**src/design/t04Pkg.sv**
```systemverilog
package t04Pkg;

  // keypad scan timing
  // cycles each column stays driven
  localparam int SCAN_PERIOD = 4;
  // full scans that must agree before a key counts
  localparam int DEBOUNCE_SCANS = 2;

  // key code reported while nothing is held
  localparam logic [4:0] KEY_NONE = 5'd16;

  // lcd memory write command, sent ahead of every data byte
  localparam logic [7:0] CMD_MEM_WRITE = 8'h2C;

  // operation decoded from a key code
  typedef enum logic [2:0] {
    opDigit,
    opAdd,
    opSub,
    opClear,
    opXor,
    opBad
  } keyOpT;

  // debounce states of the keypad scanner
  typedef enum logic [1:0] {
    scanIdle,
    scanHeld,
    scanRelease
  } scanStateT;

  // lcd write sequence states
  typedef enum logic [2:0] {
    wIdle,
    wSetup,
    wStrobe,
    wHold,
    wDone
  } screenStateT;

endpackage

```
**src/design/keypadScanner.sv**
```systemverilog
`timescale 1ns/1ps

module keypadScanner
  import t04Pkg::*;
(
  input  logic       clk,
  input  logic       arstN,
  input  logic [3:0] row,
  output logic [3:0] column,
  output logic       keyValid,
  output logic [4:0] keyCode
);

  // column slot timing
  logic [$clog2(SCAN_PERIOD)-1:0] slotCnt;
  logic [1:0] colIdx;
  logic       sampleNow;
  logic       scanEnd;

  // rows seen in the current sample
  logic [2:0] rowOnes;
  logic [1:0] rowIdx;

  // per-scan hit collection, hitCnt saturates at 2
  logic [1:0] hitCnt;
  logic [1:0] hitNext;
  logic [3:0] candCode;
  logic [3:0] candNext;
  logic       scanSingle;
  logic       scanEmpty;

  // debounce
  scanStateT state;
  logic [3:0] heldCode;
  logic [$clog2(DEBOUNCE_SCANS+1)-1:0] agreeCnt;

  // sample in the last cycle of a driven slot
  assign sampleNow = (column != 4'b0000) && (int'(slotCnt) == SCAN_PERIOD - 1);
  // column 3 sample closes a full scan
  assign scanEnd = sampleNow && (colIdx == 2'd3);

  // one-hot column walk, starts one cycle after reset
  always_ff @(posedge clk or negedge arstN) begin
    if (!arstN) begin
      column  <= 4'b0000;
      colIdx  <= 2'd0;
      slotCnt <= '0;
    end else if (column == 4'b0000) begin
      column <= 4'b0001;
    end else if (sampleNow) begin
      slotCnt <= '0;
      colIdx  <= colIdx + 2'd1;
      column  <= {column[2:0], column[3]};
    end else begin
      slotCnt <= slotCnt + 1'b1;
    end
  end

  // count active rows and note which one
  always_comb begin
    rowOnes = 3'd0;
    rowIdx  = 2'd0;
    for (int i = 0; i < 4; i++) begin
      if (row[i]) begin
        rowOnes = rowOnes + 3'd1;
        rowIdx  = 2'(i);
      end
    end
  end

  // fold this sample into the running scan result
  always_comb begin
    hitNext  = hitCnt;
    candNext = candCode;
    // first single hit of the scan becomes the candidate
    if (rowOnes == 3'd1 && hitCnt == 2'd0) begin
      candNext = {rowIdx, colIdx};
    end
    if (rowOnes >= 3'd2) begin
      hitNext = 2'd2;
    end else if (rowOnes == 3'd1) begin
      hitNext = (hitCnt == 2'd0) ? 2'd1 : 2'd2;
    end
  end

  assign scanSingle = (hitNext == 2'd1);
  assign scanEmpty  = (hitNext == 2'd0);

  always_ff @(posedge clk or negedge arstN) begin
    if (!arstN) begin
      hitCnt   <= 2'd0;
      candCode <= 4'd0;
    end else if (scanEnd) begin
      // fresh scan starts empty
      hitCnt <= 2'd0;
    end else if (sampleNow) begin
      hitCnt   <= hitNext;
      candCode <= candNext;
    end
  end

  // debounce fsm, acts once per full scan
  always_ff @(posedge clk or negedge arstN) begin
    if (!arstN) begin
      state    <= scanIdle;
      heldCode <= 4'd0;
      agreeCnt <= '0;
      keyValid <= 1'b0;
      keyCode  <= KEY_NONE;
    end else begin
      keyValid <= 1'b0;
      if (scanEnd) begin
        case (state)
          scanIdle: begin
            if (scanSingle) begin
              heldCode <= candNext;
              agreeCnt <= 1'b1;
              state    <= scanHeld;
            end else if (!scanEmpty) begin
              // two keys together, wait them out
              state <= scanRelease;
            end
          end
          scanHeld: begin
            if (scanEmpty) begin
              // bounced away before acceptance
              state <= scanIdle;
            end else if (!scanSingle) begin
              state <= scanRelease;
            end else if (candNext != heldCode) begin
              heldCode <= candNext;
              agreeCnt <= 1'b1;
            end else if (int'(agreeCnt) + 1 >= DEBOUNCE_SCANS) begin
              keyValid <= 1'b1;
              keyCode  <= {1'b0, heldCode};
              state    <= scanRelease;
            end else begin
              agreeCnt <= agreeCnt + 1'b1;
            end
          end
          scanRelease: begin
            // one clean scan rearms the scanner
            if (scanEmpty) begin
              keyCode <= KEY_NONE;
              state   <= scanIdle;
            end
          end
          default: state <= scanIdle;
        endcase
      end
    end
  end

  // at most one column driven at a time
  assert property (@(posedge clk) disable iff (!arstN) $onehot0(column));

  // single strobe per accepted press
  assert property (@(posedge clk) disable iff (!arstN) keyValid |=> !keyValid);

endmodule

```
**src/design/calcCore.sv**
```systemverilog
`timescale 1ns/1ps

module calcCore
  import t04Pkg::*;
(
  input  logic       clk,
  input  logic       arstN,
  input  logic       keyValid,
  input  logic [4:0] keyCode,
  input  logic       busy,
  output logic [7:0] acc,
  output logic [7:0] entry,
  output logic       carry,
  output logic       badKey,
  output logic       updateReq,
  output logic [7:0] updateData
);

  keyOpT keyOp;

  // arithmetic on the current registers
  logic [8:0] sum;
  logic [8:0] diff;
  logic [7:0] entryTen;

  // next register values
  logic [7:0] accNext;
  logic [7:0] entryNext;
  logic       carryNext;
  logic       badNext;

  // screen update bookkeeping
  logic accCmd;
  logic wantUpdate;
  logic pending;

  // key code to operation
  always_comb begin
    case (keyCode)
      5'd10:   keyOp = opAdd;
      5'd11:   keyOp = opSub;
      5'd12:   keyOp = opClear;
      5'd13:   keyOp = opXor;
      default: keyOp = (keyCode < 5'd10) ? opDigit : opBad;
    endcase
  end

  // 9 bits so bit 8 holds carry or borrow
  assign sum  = {1'b0, acc} + {1'b0, entry};
  assign diff = {1'b0, acc} - {1'b0, entry};
  // entry * 10 as 8x + 2x, wraps at 256
  assign entryTen = {entry[4:0], 3'b000} + {entry[6:0], 1'b0};

  always_comb begin
    accNext   = acc;
    entryNext = entry;
    carryNext = carry;
    badNext   = badKey;
    accCmd    = 1'b0;
    if (keyValid) begin
      case (keyOp)
        opDigit: begin
          entryNext = entryTen + {4'b0000, keyCode[3:0]};
        end
        opAdd: begin
          accNext   = sum[7:0];
          carryNext = sum[8];
          entryNext = 8'd0;
          accCmd    = 1'b1;
        end
        opSub: begin
          // borrow shows up in bit 8
          accNext   = diff[7:0];
          carryNext = diff[8];
          entryNext = 8'd0;
          accCmd    = 1'b1;
        end
        opXor: begin
          accNext   = acc ^ entry;
          carryNext = 1'b0;
          entryNext = 8'd0;
          accCmd    = 1'b1;
        end
        opClear: begin
          accNext   = 8'd0;
          entryNext = 8'd0;
          carryNext = 1'b0;
          badNext   = 1'b0;
          accCmd    = 1'b1;
        end
        opBad: begin
          badNext = 1'b1;
        end
        default: begin
          badNext = 1'b1;
        end
      endcase
    end
  end

  // new command or a deferred one both want the screen
  assign wantUpdate = accCmd || pending;

  always_ff @(posedge clk or negedge arstN) begin
    if (!arstN) begin
      acc        <= 8'd0;
      entry      <= 8'd0;
      carry      <= 1'b0;
      badKey     <= 1'b0;
      updateReq  <= 1'b0;
      updateData <= 8'd0;
      pending    <= 1'b0;
    end else begin
      acc       <= accNext;
      entry     <= entryNext;
      carry     <= carryNext;
      badKey    <= badNext;
      updateReq <= 1'b0;
      if (wantUpdate) begin
        // writer is free only with busy low and no request in flight
        if (!busy && !updateReq) begin
          updateReq  <= 1'b1;
          updateData <= accNext;
          pending    <= 1'b0;
        end else begin
          // only the latest acc gets sent later
          pending <= 1'b1;
        end
      end
    end
  end

  // request never lands on a busy writer
  assert property (@(posedge clk) disable iff (!arstN) updateReq |-> !busy);

endmodule

```
**src/design/screenWriter.sv**
```systemverilog
`timescale 1ns/1ps

module screenWriter
  import t04Pkg::*;
(
  input  logic       clk,
  input  logic       arstN,
  input  logic       updateReq,
  input  logic [7:0] updateData,
  output logic       busy,
  output logic       csx,
  output logic       dcx,
  output logic       wrx,
  output logic [7:0] data
);

  screenStateT state;
  // 0 while the command byte is out, 1 for the data byte
  logic       byteSel;
  // acc value latched at the request
  logic [7:0] dataReg;

  // sequence per update
  // setup, strobe, hold for the command byte
  // setup, strobe, hold for the data byte
  // done, then csx back high
  always_ff @(posedge clk or negedge arstN) begin
    if (!arstN) begin
      state   <= wIdle;
      byteSel <= 1'b0;
      dataReg <= 8'd0;
    end else begin
      case (state)
        wIdle: begin
          if (updateReq) begin
            dataReg <= updateData;
            byteSel <= 1'b0;
            state   <= wSetup;
          end
        end
        wSetup: begin
          // data and dcx settle with wrx still high
          state <= wStrobe;
        end
        wStrobe: begin
          state <= wHold;
        end
        wHold: begin
          // lcd latched on the wrx rise into this state
          if (!byteSel) begin
            byteSel <= 1'b1;
            state   <= wSetup;
          end else begin
            state <= wDone;
          end
        end
        wDone: begin
          byteSel <= 1'b0;
          state   <= wIdle;
        end
        default: state <= wIdle;
      endcase
    end
  end

  // pin decode from state
  assign busy = (state != wIdle);
  assign csx  = (state == wIdle);
  assign wrx  = (state != wStrobe);
  // dcx low means command
  assign dcx  = byteSel;
  assign data = byteSel ? dataReg : CMD_MEM_WRITE;

  // write strobe only inside a selected transfer
  assert property (@(posedge clk) disable iff (!arstN) !wrx |-> !csx);

  // chip select stays low for the full 7 cycle transfer
  assert property (@(posedge clk) disable iff (!arstN)
    $fell(csx) |-> !csx [*7] ##1 csx);

endmodule

```
**src/design/top.sv**
```systemverilog
`timescale 1ns/1ps

module top
  import t04Pkg::*;
(
  input  logic        hz100,
  input  logic        arstN,
  input  logic [20:0] pb,
  output logic [7:0]  left,
  output logic [7:0]  right,
  output logic [7:0]  ss7,
  output logic [7:0]  ss6,
  output logic [7:0]  ss5,
  output logic [7:0]  ss4,
  output logic [7:0]  ss3,
  output logic [7:0]  ss2,
  output logic [7:0]  ss1,
  output logic [7:0]  ss0,
  output logic        red,
  output logic        green,
  output logic        blue
);

  // keypad
  logic [3:0] row;
  logic [3:0] column;
  logic       keyValid;
  logic [4:0] keyCode;

  // calculator state
  logic [7:0] acc;
  logic [7:0] entry;
  logic       carry;
  logic       badKey;

  // screen path
  logic       updateReq;
  logic [7:0] updateData;
  logic       busy;
  logic       csx;
  logic       dcx;
  logic       wrx;
  logic [7:0] data;

  // keypad rows wired to push buttons, row 3 first
  assign row = {pb[15], pb[11], pb[7], pb[3]};

  keypadScanner keypadScanner0 (
    .clk(hz100),
    .arstN(arstN),
    .row(row),
    .column(column),
    .keyValid(keyValid),
    .keyCode(keyCode)
  );

  calcCore calcCore0 (
    .clk(hz100),
    .arstN(arstN),
    .keyValid(keyValid),
    .keyCode(keyCode),
    .busy(busy),
    .acc(acc),
    .entry(entry),
    .carry(carry),
    .badKey(badKey),
    .updateReq(updateReq),
    .updateData(updateData)
  );

  screenWriter screenWriter0 (
    .clk(hz100),
    .arstN(arstN),
    .updateReq(updateReq),
    .updateData(updateData),
    .busy(busy),
    .csx(csx),
    .dcx(dcx),
    .wrx(wrx),
    .data(data)
  );

  // raw status on the seven segment lines
  assign ss0 = {4'b0000, column};
  assign ss1 = {3'b000, keyCode};
  assign ss2 = 8'd0;
  assign ss3 = 8'd0;
  assign ss4 = 8'd0;
  assign ss5 = entry;
  assign ss6 = 8'd0;
  assign ss7 = acc;

  // lcd bus on the led rows
  assign right = {5'b00000, wrx, dcx, csx};
  assign left  = data;

  assign red   = busy;
  assign green = carry;
  assign blue  = badKey;

  // the core never sees a strobe without a real key
  assert property (@(posedge hz100) disable iff (!arstN)
    keyValid |-> keyCode != KEY_NONE);

endmodule

```
**config.mk**
```make
export PLATFORM = sky130hd
export DESIGN_NAME = top
export DESIGN_NICKNAME = d
export VERILOG_FILES = /design/src/design/t04Pkg.sv /design/src/design/keypadScanner.sv /design/src/design/calcCore.sv /design/src/design/screenWriter.sv /design/src/design/top.sv
export SDC_FILE = /design/constraint.sdc
export NUM_CORES = 1
export LEC_CHECK = 0
export ABC_AREA = 0
export BUFFER_PORTS_ARGS = -buffer_cell sky130_fd_sc_hd__buf_4
export CAP_MARGIN = 20
export CORE_AREA = 8 8 103 105
export DETAILED_ROUTE_END_ITERATION = 7
export DIE_AREA = 0 0 111 113
export PLACE_DENSITY = 0.88
export SYNTH_ARGS = -nofsm -noshare
export SYNTH_HDL_FRONTEND = slang
export SYNTH_HIERARCHICAL = 1
export SYNTH_SLANG_ARGS = --single-unit
export TNS_END_PERCENT = 10
```
**constraint.sdc**
```tcl
create_clock -name hz100 -period 4.7 [get_ports hz100]
set_clock_uncertainty 0.2 [all_clocks]
set_input_delay 0.705 -clock hz100 [delete_from_list [all_inputs] [get_ports hz100]]
set_output_delay 0.705 -clock hz100 [all_outputs]
set_load 0.01 [all_outputs]
```
==> impl_metrics.yaml, run 1 <==
cells_and_area:
  area_delta_synth_final_pct: 8.41
  finalNonFillerCells: 626
  final_cell_mix: "dfrtp_1 (67), conb_1 (44), buf_4 (44)"
  n_antenna_cell: 0
  final_common_cell: "dfrtp_1"
  fillers: 734
  layout.nets: 569
  drive_gt1_share_pct: 20.8
critical_path:
  crit_chain: "buf_4 -> ha_1 -> nor2b_1 -> or2_2 -> ha_1 -> nand2b_1 -> o31a_1 -> o32a_1 -> a311oi_2 -> o2111ai_2 -> or3_1 -> mux2_2"
  crit_required_ps: 4730
  timing_worst_setup_path_type: "input pin to register"
  r2r_slack_ps: 2020
  slowest_delay_ps: 400
  cp_max_fo: 6
  critical_path.slowest_cell: "o32a_1"
  cp_data_arrival_time_ps: 3670
  start_kind: "input pin"
  endpoint_kind: "register"
  cp_common_cell: "ha_1"
clock_tree:
  cts_inserted_buffers: 9
  cts_tree: "done"
  htreeDepth: 3
  cts_buffer_depth: 2
  clk_pin_slew_ps: 80
  insertion_delay_ps: 340
  cts_sinks: 68
  cts_setup_buffers: 0
  cts.repair.resized: 0
  cts-root-buf: "clkbuf_8"
  cts-hold-fix-buffers: 0
floorplan:
  dieArea_um2: 12500
  die_h_um: 113
  rows: 35
  ios: 106
  coreArea_um2: 8980
  start_util_pct: 53.4
  die_x_um: 111
detailed_routing:
  ant_nets: 0
  drc: 0
  totalWireLength_um: 9900
  via_count: 3457
  viasPerCell: 5.52
  wl_per_cell_um: 15.8
  drtPass1Iterations: 4
  first_iter_violations: 204
global_routing:
  grt_usage_pct: 16.2
  grt_max_degree: 69
  grt_pass1_vias: 3587
  grt_pass1_wl_um: 17100
  antenna_found_initial: 0
  grt.overflow.total: 0
sta:
  timing.fmax_mhz: 275
  fin_setup_tns_ps: 0
  setup_viol: 0
  period_needed_ps: 3640
  fin_crit_sh_pct: 77.5
  rsz0062_at_grt: "false"
  tightestPinTransition_ps: 1050
  slew_violations: 0
  finalHoldViolCount: 0
  relSlewSlack_pct: 29.2
  finalWorstSetupSlack_ps: 1060
flow_run:
  drv_cap: 0
synth:
  synth-warning-count: 6
  synth-async-reset-ratio_pct: 100
  syn_area_um2: 4790
  ys_ff_latch: 68
  synth_flop_cell: "dfrtp_1"
  seq_area_frac_synth_pct: 35.5
  synth_cell_types: 82
  synth_edf_count: 0
  synth_area_per_cell_um2: 10.1
  synth_cells: 474
placed_design:
  dpl.hpwl_um: 7580
  gp_congestion: 0.918
  numPlacedInstances: 610
  portBuffers: 44
  post-place-ws_ps: 715
outcome:
  status: "completed"
power_and_ir_drop:
  p_leak_nw: 2.57
  peakVddDrop_v: 0.000194
  power_w: 0.00131
  p_per_area_nw_per_um2: 253
min_path:
  hold_class: "input pin to asynchronous set/reset pin"
## power by group
group	total [W]	switching (W)	internal, W
Clock	0.000546	0.000245	0.000301
Sequential	0.000627	0.0000210	0.000606
Combinational	0.000139	0.0000871	0.0000518
Total	0.00131	0.000353	0.000959
## layer usage
metal	GRT usage [%]	part of all wire, %	vias up
li1	-	-	1653
met1	18.6	41	1702
met2	28.5	52	94
met3	4.97	6.2	8
met4	4.14	0.75	0
met5	0	0	-
## sequential cells by signal, indices dropped and copies added, names as in the netlist, 3 cells and up
register / cells
calcCore0/acc: 8
screenWriter0/state: 3
keypadScanner0/heldCode: 4
calcCore0/updateData: 8
keypadScanner0/column: 4
calcCore0/entry: 8
screenWriter0/dataReg: 8
keypadScanner0/candCode: 4
keypadScanner0/keyCode: 5
## cell usage after synthesis (3+ instances only)
master / n / area share [%]
o32a_1: 3 / 0.63
o21ai_0: 14 / 1.5
nand2b_1: 11 / 1.4
nor4_1: 3 / 0.39
buf_4: 48 / 7.5
nor2_1: 32 / 2.5
nand2_1: 23 / 1.8
buf_2: 6 / 0.63
inv_1: 27 / 2.1
a31oi_1: 4 / 0.52
buf_6: 4 / 0.94
ha_1: 32 / 8.4
a21o_1: 9 / 1.4
nor3_4: 3 / 1.0
dfrtp_1: 67 / 35
mux2_1: 3 / 0.70
mux2i_1: 10 / 2.1
xnor2_1: 11 / 2.0
a22o_1: 8 / 1.5
o21a_1: 4 / 0.63
nand3_1: 3 / 0.31
xor2_1: 4 / 0.73
o21ba_2: 3 / 0.63
or3_1: 3 / 0.39
fa_1: 4 / 1.7
nor3_1: 7 / 0.73
nor2b_1: 8 / 1.0
and2_1: 8 / 1.0
mux2_2: 22 / 5.2
clkbuf_1: 4 / 0.31
a21oi_1: 20 / 2.1
## stage by stage
step / utilization (%) / hold slack [ps] / cell area (um^2)
5_1_grt: 57.9 / 314 / 5200
2_1_floorplan: - / 209 / 4950
4_1_cts: 57.9 / 286 / 5200
3_5_place_dp: 55.4 / 267 / 4970
3_3_place_gp: 55.4 / 263 / 4970
6_report: 57.9 / 278 / 5200
## worst paths after layout
path | from | to | cells past startpoint
setup / recovery | pb[3] | keypadScanner0/agreeCnt[0]$_DFFE_PN0P_ | 12
hold reg to reg | screenWriter0/dataReg[6]$_DFFE_PN0P_ | screenWriter0/dataReg[6]$_DFFE_PN0P_ | 1
max in group asynchronous | arstN | keypadScanner0/state[0]$_DFFE_PN0P_ | 1
min in group hz100 | screenWriter0/dataReg[6]$_DFFE_PN0P_ | screenWriter0/dataReg[6]$_DFFE_PN0P_ | 1
setup reg to reg | calcCore0/entry[0]$_DFFE_PN0P_ | calcCore0/carry$_DFFE_PN0P_ | 8
hold / removal | arstN | calcCore0/entry[7]$_DFFE_PN0P_ | 1
## cells by family (layout without fill, tap and decap cells)
logic type | Yosys count | after routing | share of synthesized area, %
muxes | 35 | 35 | 7.96
xor gates and xnor gates | 16 | 16 | 3.26
and+or+nand+nor | 127 | 127 | 16.1
AOI/OAI and AO/OA | 101 | 101 | 15.5
other | 1 | 44 | 0.0782
adders and majority gates | 36 | 36 | 10.0
DFF | 68 | 68 | 35.5
buffers and inverters | 90 | 88 | 11.6
## cell type report
type | instances | area, um^2 | share of cell area [%]
timing repair buffer | 44 | 330 | 6.36
sequential | 68 | 1700 | 32.8
multi-input combinational | 359 | 2700 | 51.9
clock buffer | 9 | 124 | 2.38
inverter | 28 | 105 | 2.02
clock inverter | 7 | 98.8 | 1.90
tap | 111 | 139 | 2.67
## worst max-delay path: cells and delay by family
kind                       cells  cell delay [ps]
AOI/OAI and AO/OA              4             1080
and+or+nand+nor                4              980
adders and majority gates      2              520
muxes                          1              270
buffers and inverters          1              110
No activity file was read; power rests on OpenSTA's default activity.
==> inputs of run 2 (changes only) <==
==> constraint.sdc (replaced) <==
create_clock -name hz100 -period 3.65 [get_ports hz100]
set_clock_uncertainty 0.2 [all_clocks]
set_input_delay 0.5475 -clock hz100 [delete_from_list [all_inputs] [get_ports hz100]]
set_output_delay 0.5475 -clock hz100 [all_outputs]
set_load 0.01 [all_outputs]
==> run 2 against run 1 <==
Effect of this change: via count about the same; count of clock-buffer cells in the layout increased by 1; sequential share of layout area decreased by 0.34 points; clock power increased by 25%; cell count increased by 1.1%; register-to-register slack got worse by 1100 ps; global-route usage about the same; non-clock buffer count increased by 7; wire length increased by 0.34%; flip-flop and latch count unchanged; power increased by 28%; largest cell class unchanged.
==> impl_metrics.yaml, run 2 (same netlist as run 1, synthesis figures left out) <==
outcome:
  status: "completed"
global_routing:
  grt_pass1_wl_um: 17100
  grt_pass1_vias: 3604
  grt_max_degree: 69
  antenna_found_initial: 0
  grt.overflow.total: 0
  grt_usage_pct: 16.2
clock_tree:
  cts.repair.resized: 0
  clk_pin_slew_ps: 70
  cts-hold-fix-buffers: 0
  cts_tree: "done"
  insertion_delay_ps: 340
  cts-root-buf: "clkbuf_8"
  cts_buffer_depth: 2
  htreeDepth: 3
  cts_sinks: 68
  cts_inserted_buffers: 9
  cts_setup_buffers: 0
detailed_routing:
  first_iter_violations: 128
  drc: 0
  via_count: 3460
  viasPerCell: 5.47
  totalWireLength_um: 9940
  ant_nets: 0
  wl_per_cell_um: 15.7
  drtPass1Iterations: 4
sta:
  period_needed_ps: 3430
  relSlewSlack_pct: 42.3
  finalHoldViolCount: 0
  setup_viol: 0
  rsz0062_at_grt: "false"
  timing.fmax_mhz: 291
  slew_violations: 0
  fin_crit_sh_pct: 94.0
  hold_ws_ps: 108
  tightestPinTransition_ps: 865
cells_and_area:
  n_antenna_cell: 0
  fin_util_pct: 58.5
  area_delta_synth_final_pct: 9.55
  final_common_cell: "dfrtp_1"
  multi_input_area_um2: 2700
  seq_area_um2: 1700
  drive_gt1_share_pct: 21.8
  final_cell_mix: "dfrtp_1 (67), buf_4 (51), conb_1 (44)"
  fillers: 765
  layout.nets: 576
  fin_area_um2: 5250
power_and_ir_drop:
  p_leak_nw: 2.61
  peakVddDrop_v: 0.000262
  p_per_area_nw_per_um2: 319
floorplan:
  die_x_um: 111
  dieArea_um2: 12500
  die_h_um: 113
  start_util_pct: 53.4
  coreArea_um2: 8980
  rows: 35
  ios: 106
critical_path:
  start_kind: "input pin"
  timing_worst_setup_path_type: "input pin to register"
  slowest_delay_ps: 390
  critical_path.slowest_cell: "o32a_1"
  crit_start: "pb[3]"
  cp_max_fo: 6
  cp_data_arrival_time_ps: 3480
  r2r_slack_ps: 970
  endpoint_kind: "register"
  crit_required_ps: 3700
  reg2reg_from: "calcCore0/entry[0]$_DFFE_PN0P_"
  crit_chain: "buf_4 -> ha_1 -> nor2b_1 -> or2_2 -> ha_1 -> nand2b_1 -> o31a_1 -> o32a_1 -> a311oi_2 -> o2111ai_2 -> buf_4 -> nor3_4 -> mux2i_1"
placed_design:
  portBuffers: 44
  gp_congestion: 0.917
  placed_area_um2: 5030
  dpl.hpwl_um: 7780
min_path:
  hold_class: "input pin to asynchronous set/reset pin"
flow_run:
  drv_cap: 0
==> run 2: cell types whose count changed in the layout (fill, tap and decap cells not counted) <==
cell        before  now
inv_6            1    0
clkinvlp_4       1    0
clkbuf_8         9   10
buf_4           44   51
clkinv_2         1    2
==> run 2: final timing paths <==
check                                                   endpoint  cells past startpoint
min in group hz100          screenWriter0/dataReg[5]$_DFFE_PN0P_                      1
min                               calcCore0/entry[7]$_DFFE_PN0P_                      1
max reg2reg                          calcCore0/carry$_DFFE_PN0P_                      8
min reg2reg                 screenWriter0/dataReg[5]$_DFFE_PN0P_                      1
max                        keypadScanner0/keyCode[3]$_DFFE_PN0P_                     13
max in group asynchronous    calcCore0/updateData[4]$_DFFE_PN0P_                      1
==> run 2: per-layer routing <==
metal	vias to the layer above	wire [um]	track usage [%]
met5	-	0	0
met4	0	125	3.60
met3	16	625	4.87
met2	91	5220	29.7
met1	1679	3970	17.9
li1	1674	-	-
==> run 2: power breakdown <==
part           internal (W)  switching [W]
combinational     0.0000734       0.000115
sequential         0.000781      0.0000261
clock              0.000403       0.000278
total               0.00126       0.000419
==> run 2: cell type report <==
type,instances,area share (%)
clock buffers,10,2.62
clock inverters,6,1.67
inverters,28,2.00
multi-input cells,359,51.3
flip-flops and latches,68,32.4
well taps,111,2.64
repair buffers,51,7.29
==> run 2: per-stage QoR <==
step	worst slack (ps)	cells	setup TNS (ps)	total power, W
2_1_floorplan	157	517	0	0.000984
3_3_place_gp	54.7	617	0	0.000993
3_5_place_dp	-118	617	-575	0.00101
4_1_cts	213	633	0	0.00169
5_1_grt	110	633	0	0.00175
6_report	217	633	0	0.00168
==> run 2: critical path, delay by kind of cell <==
kind / cells / cell delay [ps]
AOI/OAI and AO/OA: 4 / 1060
adders and majority gates: 2 / 470
buffers and inverters: 2 / 300
muxes: 1 / 240
and+or+nand+nor: 4 / 860
